[src/source/fpslice_params.svh]
// --------------------------------------------------
// FP slice parameters
// Widths, lane count, pipeline depth and tag size
// shared by the package and all slice modules
// --------------------------------------------------

`ifndef FPSLICE_PARAMS_SVH
`define FPSLICE_PARAMS_SVH

// Datapath word, one FP32 or two FP16 values
`define FPS_WIDTH 32

// SIMD lanes in the slice
`define FPS_NUM_LANES 2

// Register stages between lane input and output
`define FPS_PIPE_REGS 2

// Tag carried along with every item
`define FPS_TAG_BITS 4

`endif

[src/source/fpslice_pkg.sv]
// --------------------------------------------------
// FP slice package
// Format, operation, status and data word types
// plus the canonical NaN patterns
// --------------------------------------------------

`include "fpslice_params.svh"

package fpslice_pkg;

  // Half of the datapath holds one FP16 value
  localparam int unsigned HALF_WIDTH = `FPS_WIDTH / `FPS_NUM_LANES;

  typedef enum logic {
    FP32 = 1'b0,
    FP16 = 1'b1
  } fp_fmt_e;

  typedef enum logic [2:0] {
    MIN   = 3'd0,
    MAX   = 3'd1,
    SGNJ  = 3'd2,
    SGNJN = 3'd3,
    SGNJX = 3'd4
  } fp_op_e;

  // IEEE exception flags, only NV can be raised here
  typedef struct packed {
    logic nv;  // Invalid operation
    logic dz;  // Divide by zero
    logic of;  // Overflow
    logic uf;  // Underflow
    logic nx;  // Inexact
  } fp_status_t;

  // One word seen as a single FP32 or as two FP16 values
  typedef union packed {
    logic [`FPS_WIDTH-1:0]                  fp32;
    logic [`FPS_NUM_LANES-1:0][HALF_WIDTH-1:0] fp16;
  } fp_word_u;

  // Side data travelling with each item, steers packing
  typedef struct packed {
    fp_fmt_e fmt;
    logic    vector;
  } lane_aux_t;

  localparam logic [31:0] FP32_CANON_NAN = 32'h7fc0_0000;
  localparam logic [15:0] FP16_CANON_NAN = 16'h7e00;

endpackage

[src/source/fpslice_lane_if.sv]
// --------------------------------------------------
// FP slice lane interface
// Input and output valid/ready handshake with data
// for one SIMD lane
// --------------------------------------------------

`timescale 1ns/10ps
`include "fpslice_params.svh"

interface fpslice_lane_if;
  import fpslice_pkg::*;

  // Input side
  logic                     in_valid;
  logic                     in_ready;
  fp_word_u                 opa;
  fp_word_u                 opb;
  fp_op_e                   op;
  fp_fmt_e                  fmt;
  lane_aux_t                aux_in;
  logic [`FPS_TAG_BITS-1:0] tag_in;

  // Output side
  logic                     out_valid;
  logic                     out_ready;
  fp_word_u                 result;
  fp_status_t               status;
  lane_aux_t                aux_out;
  logic [`FPS_TAG_BITS-1:0] tag_out;
  logic                     busy;  // Any stage holds an item

  modport issue (output in_valid, opa, opb, op, fmt, aux_in, tag_in, input in_ready);

  modport lane (input  in_valid, opa, opb, op, fmt, aux_in, tag_in, out_ready,
                output in_ready, out_valid, result, status, aux_out, tag_out, busy);

  modport collect (input out_valid, result, status, aux_out, tag_out, output out_ready);

endinterface

[src/source/fpslice_operand_unpack.sv]
// --------------------------------------------------
// FP slice operand unpack
// Slices the input word into per-lane operands,
// checks FP16 NaN-boxing and gates the lane valids
// --------------------------------------------------

`timescale 1ns/10ps
`include "fpslice_params.svh"

module fpslice_operand_unpack (
  input  logic                     in_valid_i,
  input  logic                     vectorial_i,
  input  fpslice_pkg::fp_fmt_e     fmt_i,
  input  fpslice_pkg::fp_op_e      op_i,
  input  fpslice_pkg::fp_word_u    opa_i,
  input  fpslice_pkg::fp_word_u    opb_i,
  input  logic [`FPS_TAG_BITS-1:0] tag_i,
  fpslice_lane_if.issue            lane0_o,
  fpslice_lane_if.issue            lane1_o
);
  import fpslice_pkg::*;

  logic      vec_op;
  logic      scalar_fp16;
  fp_word_u  opa_chk, opb_chk;
  lane_aux_t aux;

  // Scalar FP16 values must sit under an all-ones upper half
  function automatic fp_word_u check_boxing(fp_word_u w);
    fp_word_u r;
    r = w;
    if (w.fp16[1] != '1) begin
      r.fp16[0] = FP16_CANON_NAN;
    end
    return r;
  endfunction

  // Only FP16 has a second lane, vector FP32 runs as scalar
  assign vec_op      = vectorial_i & (fmt_i == FP16);
  assign scalar_fp16 = (fmt_i == FP16) & ~vectorial_i;

  assign opa_chk = scalar_fp16 ? check_boxing(opa_i) : opa_i;
  assign opb_chk = scalar_fp16 ? check_boxing(opb_i) : opb_i;

  assign aux.fmt    = fmt_i;
  assign aux.vector = vec_op;

  // Lane 0 sees the full word, FP16 lives in the low half
  assign lane0_o.in_valid = in_valid_i;
  assign lane0_o.opa      = opa_chk;
  assign lane0_o.opb      = opb_chk;
  assign lane0_o.op       = op_i;
  assign lane0_o.fmt      = fmt_i;
  assign lane0_o.aux_in   = aux;
  assign lane0_o.tag_in   = tag_i;

  // Lane 1 gets the upper FP16 half moved down
  // Upper lane takes vectors only when lane 0 accepts them
  assign lane1_o.in_valid = in_valid_i & vec_op & lane0_o.in_ready;
  assign lane1_o.opa      = {{HALF_WIDTH{1'b1}}, opa_i.fp16[1]};
  assign lane1_o.opb      = {{HALF_WIDTH{1'b1}}, opb_i.fp16[1]};
  assign lane1_o.op       = op_i;
  assign lane1_o.fmt      = fmt_i;
  assign lane1_o.aux_in   = aux;
  assign lane1_o.tag_in   = tag_i;

endmodule

[src/source/fpslice_noncomp_lane.sv]
// --------------------------------------------------
// FP slice non-computational lane
// MIN/MAX and sign injection for FP32 or FP16,
// followed by a valid/ready register pipeline
// --------------------------------------------------

`timescale 1ns/10ps
`include "fpslice_params.svh"

module fpslice_noncomp_lane #(
  parameter bit LANE_HAS_FP32 = 1'b1
) (
  input  logic          clk_i,
  input  logic          rst_n_i,
  input  logic          flush_i,
  fpslice_lane_if.lane  lane_io
);
  import fpslice_pkg::*;

  localparam int unsigned NR = `FPS_PIPE_REGS;

  logic              use_fp32;
  logic              sign_a, sign_b;
  logic              nan_a, nan_b;
  logic              snan_a, snan_b;
  logic [`FPS_WIDTH-2:0] mag_a, mag_b;
  logic              a_lt_b;
  logic              sign_r;
  fp_word_u          canon_nan;
  fp_word_u          result_d;
  fp_status_t        status_d;

  // --------------------------------------------------
  // Field helpers, FP16 uses the low half
  // --------------------------------------------------
  function automatic logic is_nan(fp_word_u w, logic wide);
    if (wide) begin
      return (&w.fp32[30:23]) && (|w.fp32[22:0]);
    end
    return (&w.fp16[0][14:10]) && (|w.fp16[0][9:0]);
  endfunction

  function automatic logic quiet_bit(fp_word_u w, logic wide);
    return wide ? w.fp32[22] : w.fp16[0][9];
  endfunction

  function automatic logic sign_of(fp_word_u w, logic wide);
    return wide ? w.fp32[31] : w.fp16[0][15];
  endfunction

  function automatic logic [`FPS_WIDTH-2:0] mag_of(fp_word_u w, logic wide);
    return wide ? w.fp32[30:0] : {{HALF_WIDTH{1'b0}}, w.fp16[0][14:0]};
  endfunction

  // Rebuild a value with a new sign, FP16 comes back NaN-boxed
  function automatic fp_word_u with_sign(fp_word_u w, logic wide, logic s);
    return wide ? {s, w.fp32[30:0]} : {{HALF_WIDTH{1'b1}}, s, w.fp16[0][14:0]};
  endfunction

  // Constant folds to FP16 only on lanes without FP32
  assign use_fp32 = LANE_HAS_FP32 && (lane_io.fmt == FP32);

  assign sign_a = sign_of(lane_io.opa, use_fp32);
  assign sign_b = sign_of(lane_io.opb, use_fp32);
  assign mag_a  = mag_of(lane_io.opa, use_fp32);
  assign mag_b  = mag_of(lane_io.opb, use_fp32);
  assign nan_a  = is_nan(lane_io.opa, use_fp32);
  assign nan_b  = is_nan(lane_io.opb, use_fp32);
  assign snan_a = nan_a & ~quiet_bit(lane_io.opa, use_fp32);
  assign snan_b = nan_b & ~quiet_bit(lane_io.opb, use_fp32);

  assign canon_nan = use_fp32 ? FP32_CANON_NAN : {{HALF_WIDTH{1'b1}}, FP16_CANON_NAN};

  // Ordering of non-NaN values, -0 sorts below +0
  always_comb begin : compare
    if (sign_a != sign_b) begin
      a_lt_b = sign_a;
    end else if (sign_a) begin
      a_lt_b = mag_a > mag_b;  // Both negative
    end else begin
      a_lt_b = mag_a < mag_b;
    end
  end

  always_comb begin : operation
    status_d = '0;
    sign_r   = sign_a;
    result_d = with_sign(lane_io.opa, use_fp32, sign_a);
    unique case (lane_io.op)
      MIN, MAX: begin
        status_d.nv = snan_a | snan_b;
        if (nan_a && nan_b) begin
          result_d = canon_nan;
        end else if (nan_a) begin
          result_d = with_sign(lane_io.opb, use_fp32, sign_b);
        end else if (!nan_b && (a_lt_b == (lane_io.op == MAX))) begin
          result_d = with_sign(lane_io.opb, use_fp32, sign_b);  // b is the pick
        end
      end
      SGNJ, SGNJN, SGNJX: begin
        if (lane_io.op == SGNJ) begin
          sign_r = sign_b;
        end else if (lane_io.op == SGNJN) begin
          sign_r = ~sign_b;
        end else begin
          sign_r = sign_a ^ sign_b;
        end
        result_d = with_sign(lane_io.opa, use_fp32, sign_r);
      end
      default: ;  // Unknown op passes opa through
    endcase
  end

  // --------------------------------------------------
  // Pipeline, index i is the item after i registers
  // --------------------------------------------------
  logic                     valid_q  [0:NR];
  fp_word_u                 result_q [0:NR];
  fp_status_t               status_q [0:NR];
  lane_aux_t                aux_q    [0:NR];
  logic [`FPS_TAG_BITS-1:0] tag_q    [0:NR];
  logic [0:NR]              stage_ready;
  logic                     stage_busy;

  assign valid_q[0]  = lane_io.in_valid;
  assign result_q[0] = result_d;
  assign status_q[0] = status_d;
  assign aux_q[0]    = lane_io.aux_in;
  assign tag_q[0]    = lane_io.tag_in;

  for (genvar i = 0; i < NR; i++) begin : gen_stage
    // Advance when the next stage is empty or moving on
    assign stage_ready[i] = stage_ready[i+1] | ~valid_q[i+1];

    always_ff @(posedge clk_i) begin
      if (!rst_n_i || flush_i) begin
        valid_q[i+1] <= 1'b0;
      end else if (stage_ready[i]) begin
        valid_q[i+1] <= valid_q[i];
      end
    end

    always_ff @(posedge clk_i) begin
      if (stage_ready[i] && valid_q[i]) begin
        result_q[i+1] <= result_q[i];
        status_q[i+1] <= status_q[i];
        aux_q[i+1]    <= aux_q[i];
        tag_q[i+1]    <= tag_q[i];
      end
    end
  end

  assign stage_ready[NR] = lane_io.out_ready;  // Driven by the packer

  always_comb begin : busy_flag
    stage_busy = 1'b0;
    for (int i = 1; i <= NR; i++) begin
      stage_busy |= valid_q[i];
    end
  end

  assign lane_io.in_ready  = stage_ready[0];
  assign lane_io.out_valid = valid_q[NR];
  assign lane_io.result    = result_q[NR];
  assign lane_io.status    = status_q[NR];
  assign lane_io.aux_out   = aux_q[NR];
  assign lane_io.tag_out   = tag_q[NR];
  assign lane_io.busy      = stage_busy;

endmodule

[src/source/fpslice_result_pack.sv]
// --------------------------------------------------
// FP slice result pack
// Merges the lane results into one word, collapses
// status and drives the output handshake
// --------------------------------------------------

`timescale 1ns/10ps
`include "fpslice_params.svh"

module fpslice_result_pack (
  fpslice_lane_if.collect          lane0_i,
  fpslice_lane_if.collect          lane1_i,
  input  logic                     out_ready_i,
  output logic                     out_valid_o,
  output fpslice_pkg::fp_word_u    result_o,
  output fpslice_pkg::fp_status_t  status_o,
  output logic [`FPS_TAG_BITS-1:0] tag_o
);
  import fpslice_pkg::*;

  lane_aux_t  aux0;
  logic       is_vec;
  logic       lane1_valid;
  fp_status_t lane0_status;
  fp_status_t lane1_status;

  // Lane 0 aux decides the layout of the whole word
  assign aux0   = lane0_i.aux_out;
  assign is_vec = aux0.vector;

  // --------------------------------------------------
  // Handshake
  // --------------------------------------------------
  assign lane0_i.out_ready = out_ready_i;
  assign lane1_i.out_ready = out_ready_i & is_vec;  // Upper lane only pops on vectors

  assign lane1_valid = lane1_i.out_valid & is_vec;
  assign out_valid_o = lane0_i.out_valid;
  assign tag_o       = lane0_i.tag_out;

  // --------------------------------------------------
  // Result packing
  // --------------------------------------------------
  always_comb begin : pack_result
    if (aux0.fmt == FP32) begin
      result_o = lane0_i.result;
    end else begin
      result_o.fp16[0] = lane0_i.result.fp16[0];
      if (is_vec) begin
        result_o.fp16[1] = lane1_i.result.fp16[0];
      end else begin
        result_o.fp16[1] = '1;  // NaN-box scalar FP16
      end
    end
  end

  // Idle lanes contribute no flags
  assign lane0_status = lane0_i.out_valid ? lane0_i.status : '0;
  assign lane1_status = lane1_valid ? lane1_i.status : '0;

  assign status_o = lane0_status | lane1_status;

endmodule

[src/source/fpslice_top.sv]
// --------------------------------------------------
// FP slice top
// Two-lane SIMD slice for FP32/FP16 min/max and
// sign injection on a 32-bit datapath
// --------------------------------------------------

`timescale 1ns/10ps
`include "fpslice_params.svh"

module fpslice_top (
  input  logic                     clk_i,
  input  logic                     rst_n_i,
  input  logic                     flush_i,
  // Input handshake and operands
  input  logic                     in_valid_i,
  output logic                     in_ready_o,
  input  logic                     vectorial_i,
  input  fpslice_pkg::fp_fmt_e     fmt_i,
  input  fpslice_pkg::fp_op_e      op_i,
  input  logic [`FPS_WIDTH-1:0]    opa_i,
  input  logic [`FPS_WIDTH-1:0]    opb_i,
  input  logic [`FPS_TAG_BITS-1:0] tag_i,
  // Output handshake and result
  output logic                     out_valid_o,
  input  logic                     out_ready_i,
  output logic [`FPS_WIDTH-1:0]    result_o,
  output fpslice_pkg::fp_status_t  status_o,
  output logic [`FPS_TAG_BITS-1:0] tag_o,
  // Items in flight
  output logic                     busy_o
);

  logic [`FPS_NUM_LANES-1:0] lane_busy;

  fpslice_lane_if lane0_if ();
  fpslice_lane_if lane1_if ();

  // --------------------------------------------------
  // Input side
  // --------------------------------------------------
  fpslice_operand_unpack u_unpack (
    .in_valid_i  (in_valid_i),
    .vectorial_i (vectorial_i),
    .fmt_i       (fmt_i),
    .op_i        (op_i),
    .opa_i       (opa_i),
    .opb_i       (opb_i),
    .tag_i       (tag_i),
    .lane0_o     (lane0_if.issue),
    .lane1_o     (lane1_if.issue)
  );

  assign in_ready_o = lane0_if.in_ready;  // Lanes run in step

  // --------------------------------------------------
  // Lanes
  // --------------------------------------------------
  fpslice_noncomp_lane #(
    .LANE_HAS_FP32 (1'b1)
  ) lane0_i (
    .clk_i   (clk_i),
    .rst_n_i (rst_n_i),
    .flush_i (flush_i),
    .lane_io (lane0_if.lane)
  );

  // Upper lane only ever handles FP16
  fpslice_noncomp_lane #(
    .LANE_HAS_FP32 (1'b0)
  ) lane1_i (
    .clk_i   (clk_i),
    .rst_n_i (rst_n_i),
    .flush_i (flush_i),
    .lane_io (lane1_if.lane)
  );

  // --------------------------------------------------
  // Output side
  // --------------------------------------------------
  fpslice_result_pack u_pack (
    .lane0_i     (lane0_if.collect),
    .lane1_i     (lane1_if.collect),
    .out_ready_i (out_ready_i),
    .out_valid_o (out_valid_o),
    .result_o    (result_o),
    .status_o    (status_o),
    .tag_o       (tag_o)
  );

  assign lane_busy = {lane1_if.busy, lane0_if.busy};
  assign busy_o    = |lane_busy;

endmodule

[config.mk]
export PLATFORM = sky130hd
export DESIGN_NAME = fpslice_top
export DESIGN_NICKNAME = d
export VERILOG_FILES = /design/src/source/fpslice_pkg.sv /design/src/source/fpslice_lane_if.sv /design/src/source/fpslice_operand_unpack.sv /design/src/source/fpslice_noncomp_lane.sv /design/src/source/fpslice_result_pack.sv /design/src/source/fpslice_top.sv
export VERILOG_INCLUDE_DIRS = /design/src /design/src/source
export SDC_FILE = /design/constraint.sdc
export NUM_CORES = 1
export LEC_CHECK = 0
export BUFFER_PORTS_ARGS = -buffer_cell sky130_fd_sc_hd__buf_4
export CAP_MARGIN = 15
export CELL_PAD_IN_SITES_DETAIL_PLACEMENT = 1
export CELL_PAD_IN_SITES_GLOBAL_PLACEMENT = 1
export CORE_UTILIZATION = 40
export CTS_CLUSTER_DIAMETER = 120
export DETAILED_ROUTE_END_ITERATION = 10
export GPL_TIMING_DRIVEN = 0
export PLACE_DENSITY = 0.78
export RECOVER_POWER = 25
export SLEW_MARGIN = 5
export SYNTH_ARGS = -nofsm -noshare
export SYNTH_HDL_FRONTEND = slang
export SYNTH_SLANG_ARGS = --single-unit
export TNS_END_PERCENT = 100
[constraint.sdc]
create_clock -name clk_i -period 3.7 [get_ports clk_i]
set_input_delay 0.185 -clock clk_i [delete_from_list [all_inputs] [get_ports clk_i]]
set_output_delay 0.185 -clock clk_i [all_outputs]
set_load 0.01 [all_outputs]
==> metrics <==
Distinct cells, synth=67; Final Hold Violating Endpoints=0; Port-buffer cells=114; Synth Register Bits=around 120; DP Area=8330 um^2; Syn Area/Cell=10.8 um^2; min Tclk post-route=3670 ps; Vias per Instance=5.74; Synth area leader=edfxtp_1; Die Span Y=135 um; Slew Limit Fails=0; Bufs and invs on worst path=4; Power Dens Cells=416 nW/um^2; RePlAce Congestion=0.884; Synth Warn #=0; layout cells sized above 1=30.6%; initial antenna violation count=0; CP Max Fanout=6; fill count=between 1500 and 2000; Worst path max stage delay=420 ps; H-tree lvl count=4; register area share after synthesis=around 49%; commonest cells in the synthesized netlist=112 x edfxtp_1, 57 x nor2_1, 45 x ha_1; dpl ws=-1120 ps; initial detailed-routing violation count=248; fmax=0.272 GHz; Critical Path AT=~3800 ps; Longest Clk Path Bufs=2; top_reg_cell synth=edfxtp_1; HP Class=in2reg; Finished Cell Area=between 9000 and 10000 um^2; Routed Wire Length=23300 um; Inserted Clock Buffers=17; Die Area=18300 um^2; Final WS setup=27.0 ps; Finished Layout Cells=1067; Worst-path clk slew=60 ps; setup TNS=0 ps; Slew HR=21.7%; asr flop ratio synth=0%; vias in the first global route=6559; RSZ-0062 raised after global routing=yes; CTS Root Cell=clkbuf_16; post-layout power=3.93 mW; Mapped Area=slightly above 7000 um^2; FF-to-FF setup slack=1290 ps; hold_ws=approximately 69 ps; Gate Count Post-Synth=660; Final Setup Violations=0; crit-path leading delay family=compound AO/OA/AOI/OAI gates; Worst-Margin Slew=1160 ps; average wire per standard cell=21.9 um; total iterations of the first detailed-routing run=4; Worst Clk Skew=14.1 ps; Via Count=6121; Area Overhead vs Synth=33.2%; Max VDD drop=317 uV; row cnt=48; DRT antenna net count=0; initial core utilization=41.0%; CP endpoint kind=flip-flop; hpwl dp=17200 um; Num Clock Sinks=116; Setup crit start kind=input port; Max Cap Violations=0; CP required=3860 ps; CTS tree=built; GR Util All Layers=approximately a quarter; critical path class=in2reg; top cell type's share of synthesized area=47.4%; Remaining DRCs=0; largest net degree at the start of global routing=37; EDFF count, synth=112; I/O Pins=122; Pleak=3.83 nW; critical-path cell list=buf_12 > nand4_1 > nor4_4 > buf_4 > buf_4 > nor2_1 > nor2_1 > inv_1 > ha_4 > a21oi_1 > o21ai_1 > a311oi_2 > o211ai_2 > nor2_8 > mux2i_4 > xnor2_4 > a211o_4 > o22a_1; top-count cell post-synth=edfxtp_1; Die Width=135 um; crit path max-delay cell type=a211o_4; status=complete, no violations; core area=~17000 um^2; worst skew pair latency=430 ps; placed insts=between 1000 and 1500; crit share post-route=99.3%; Final Util=54.7%; antenna cells=0; # nets final=952; gr ovfl total=0; Synth area leaders=edfxtp_1 47%, ha_1 7.9%, o22a_1 3.2%; first-pass GRT wire length=around 36000 um
-- routing by layer --
metal  track usage (%)  part of all wire [%]
met3              5.13                   4.6
met4              13.1                   3.4
met2              47.5                    53
met5                 0                     0
met1              29.2                    39
-- cells in the final DEF, fill, tap and decap left out, types with 8 or more instances in the layout --
master,Yosys,layout
nor2_1,57,56
o22a_1,26,26
inv_1,27,27
and2_1,12,10
nand2_1,39,38
nand2b_1,27,26
a31oi_1,12,12
buf_4,24,149
nand4_1,18,18
nor4_1,10,8
o21ai_0,17,16
clkbuf_1,17,11
ha_1,45,41
nor2b_1,21,20
edfxtp_1,112,112
clkbuf_16,0,17
a21o_1,22,22
a21oi_1,35,31
nand3_1,19,18
a22o_1,15,15
nor3_1,8,8
-- cell families after synthesis --
kind of cell	count (synthesis)	share of synthesized area, %
xor gates and xnor gates	8	1.20
AOI/OAI and AO/OA	178	18.3
other	1	0.0528
buffers and inverters	75	5.32
DFF	116	48.5
adders and majority gates	46	8.09
muxes	7	1.23
and+or+nand+nor	229	17.3
-- path summary, 6_finish.rpt --
path                                     startpoint                              endpoint  depth (start not counted)
max                                       opa_i[28]        lane0_i.result_q[57]$_DFFE_PP_                         18
min reg2reg          lane0_i.result_q[53]$_DFFE_PP_  lane0_i.lane_io.result[21]$_DFFE_PP_                          0
min                                        opa_i[5]        lane0_i.result_q[37]$_DFFE_PP_                          2
max reg2reg  lane0_i.lane_io.out_valid$_SDFFE_PP0P_        lane1_i.result_q[39]$_DFFE_PP_                          6
-- power breakdown --
part | switching, mW | internal [mW] | total [mW]
combinational | 0.404 | 0.326 | 0.730
sequential | 0.0198 | 1.52 | 1.54
clock | 0.655 | 1.01 | 1.66
total | 1.08 | 2.85 | 3.93
-- final cells by class --
class                      count  area [um^2]  share of cell area (%)
clock inverter                15          168                    1.77
buffer                        46          307                    3.24
clock buffer                  17          425                    4.50
inverter                      28          105                    1.11
timing repair buffer         147         1210                    12.8
multi-input combinational    473         3520                    37.2
tap                          225          282                    2.98
sequential                   116         3440                    36.4
-- sequential cells by signal (all words and copies together) (netlist names), 2 cells and up --
name / count
lane0_i.result_q: 32
lane1_i.result_q: 16
lane0_i.lane_io.aux_out: 2
lane0_i.lane_io.result: 32
lane1_i.lane_io.result: 16
lane0_i.aux_q: 2
lane0_i.tag_q: 4
lane0_i.lane_io.tag_out: 4
-- timing repair --
item / in CTS / in global routing
pin swaps: 12 / 29
gates cloned: 1 / 0
buffers inserted: 10 / 15
resized for setup: 24 / 37
hold endpoints to repair: 6 / 0
hold buffers: 6 / 0
setup endpoints to repair: 32 / 30
(Power assumes the default switching activity.)
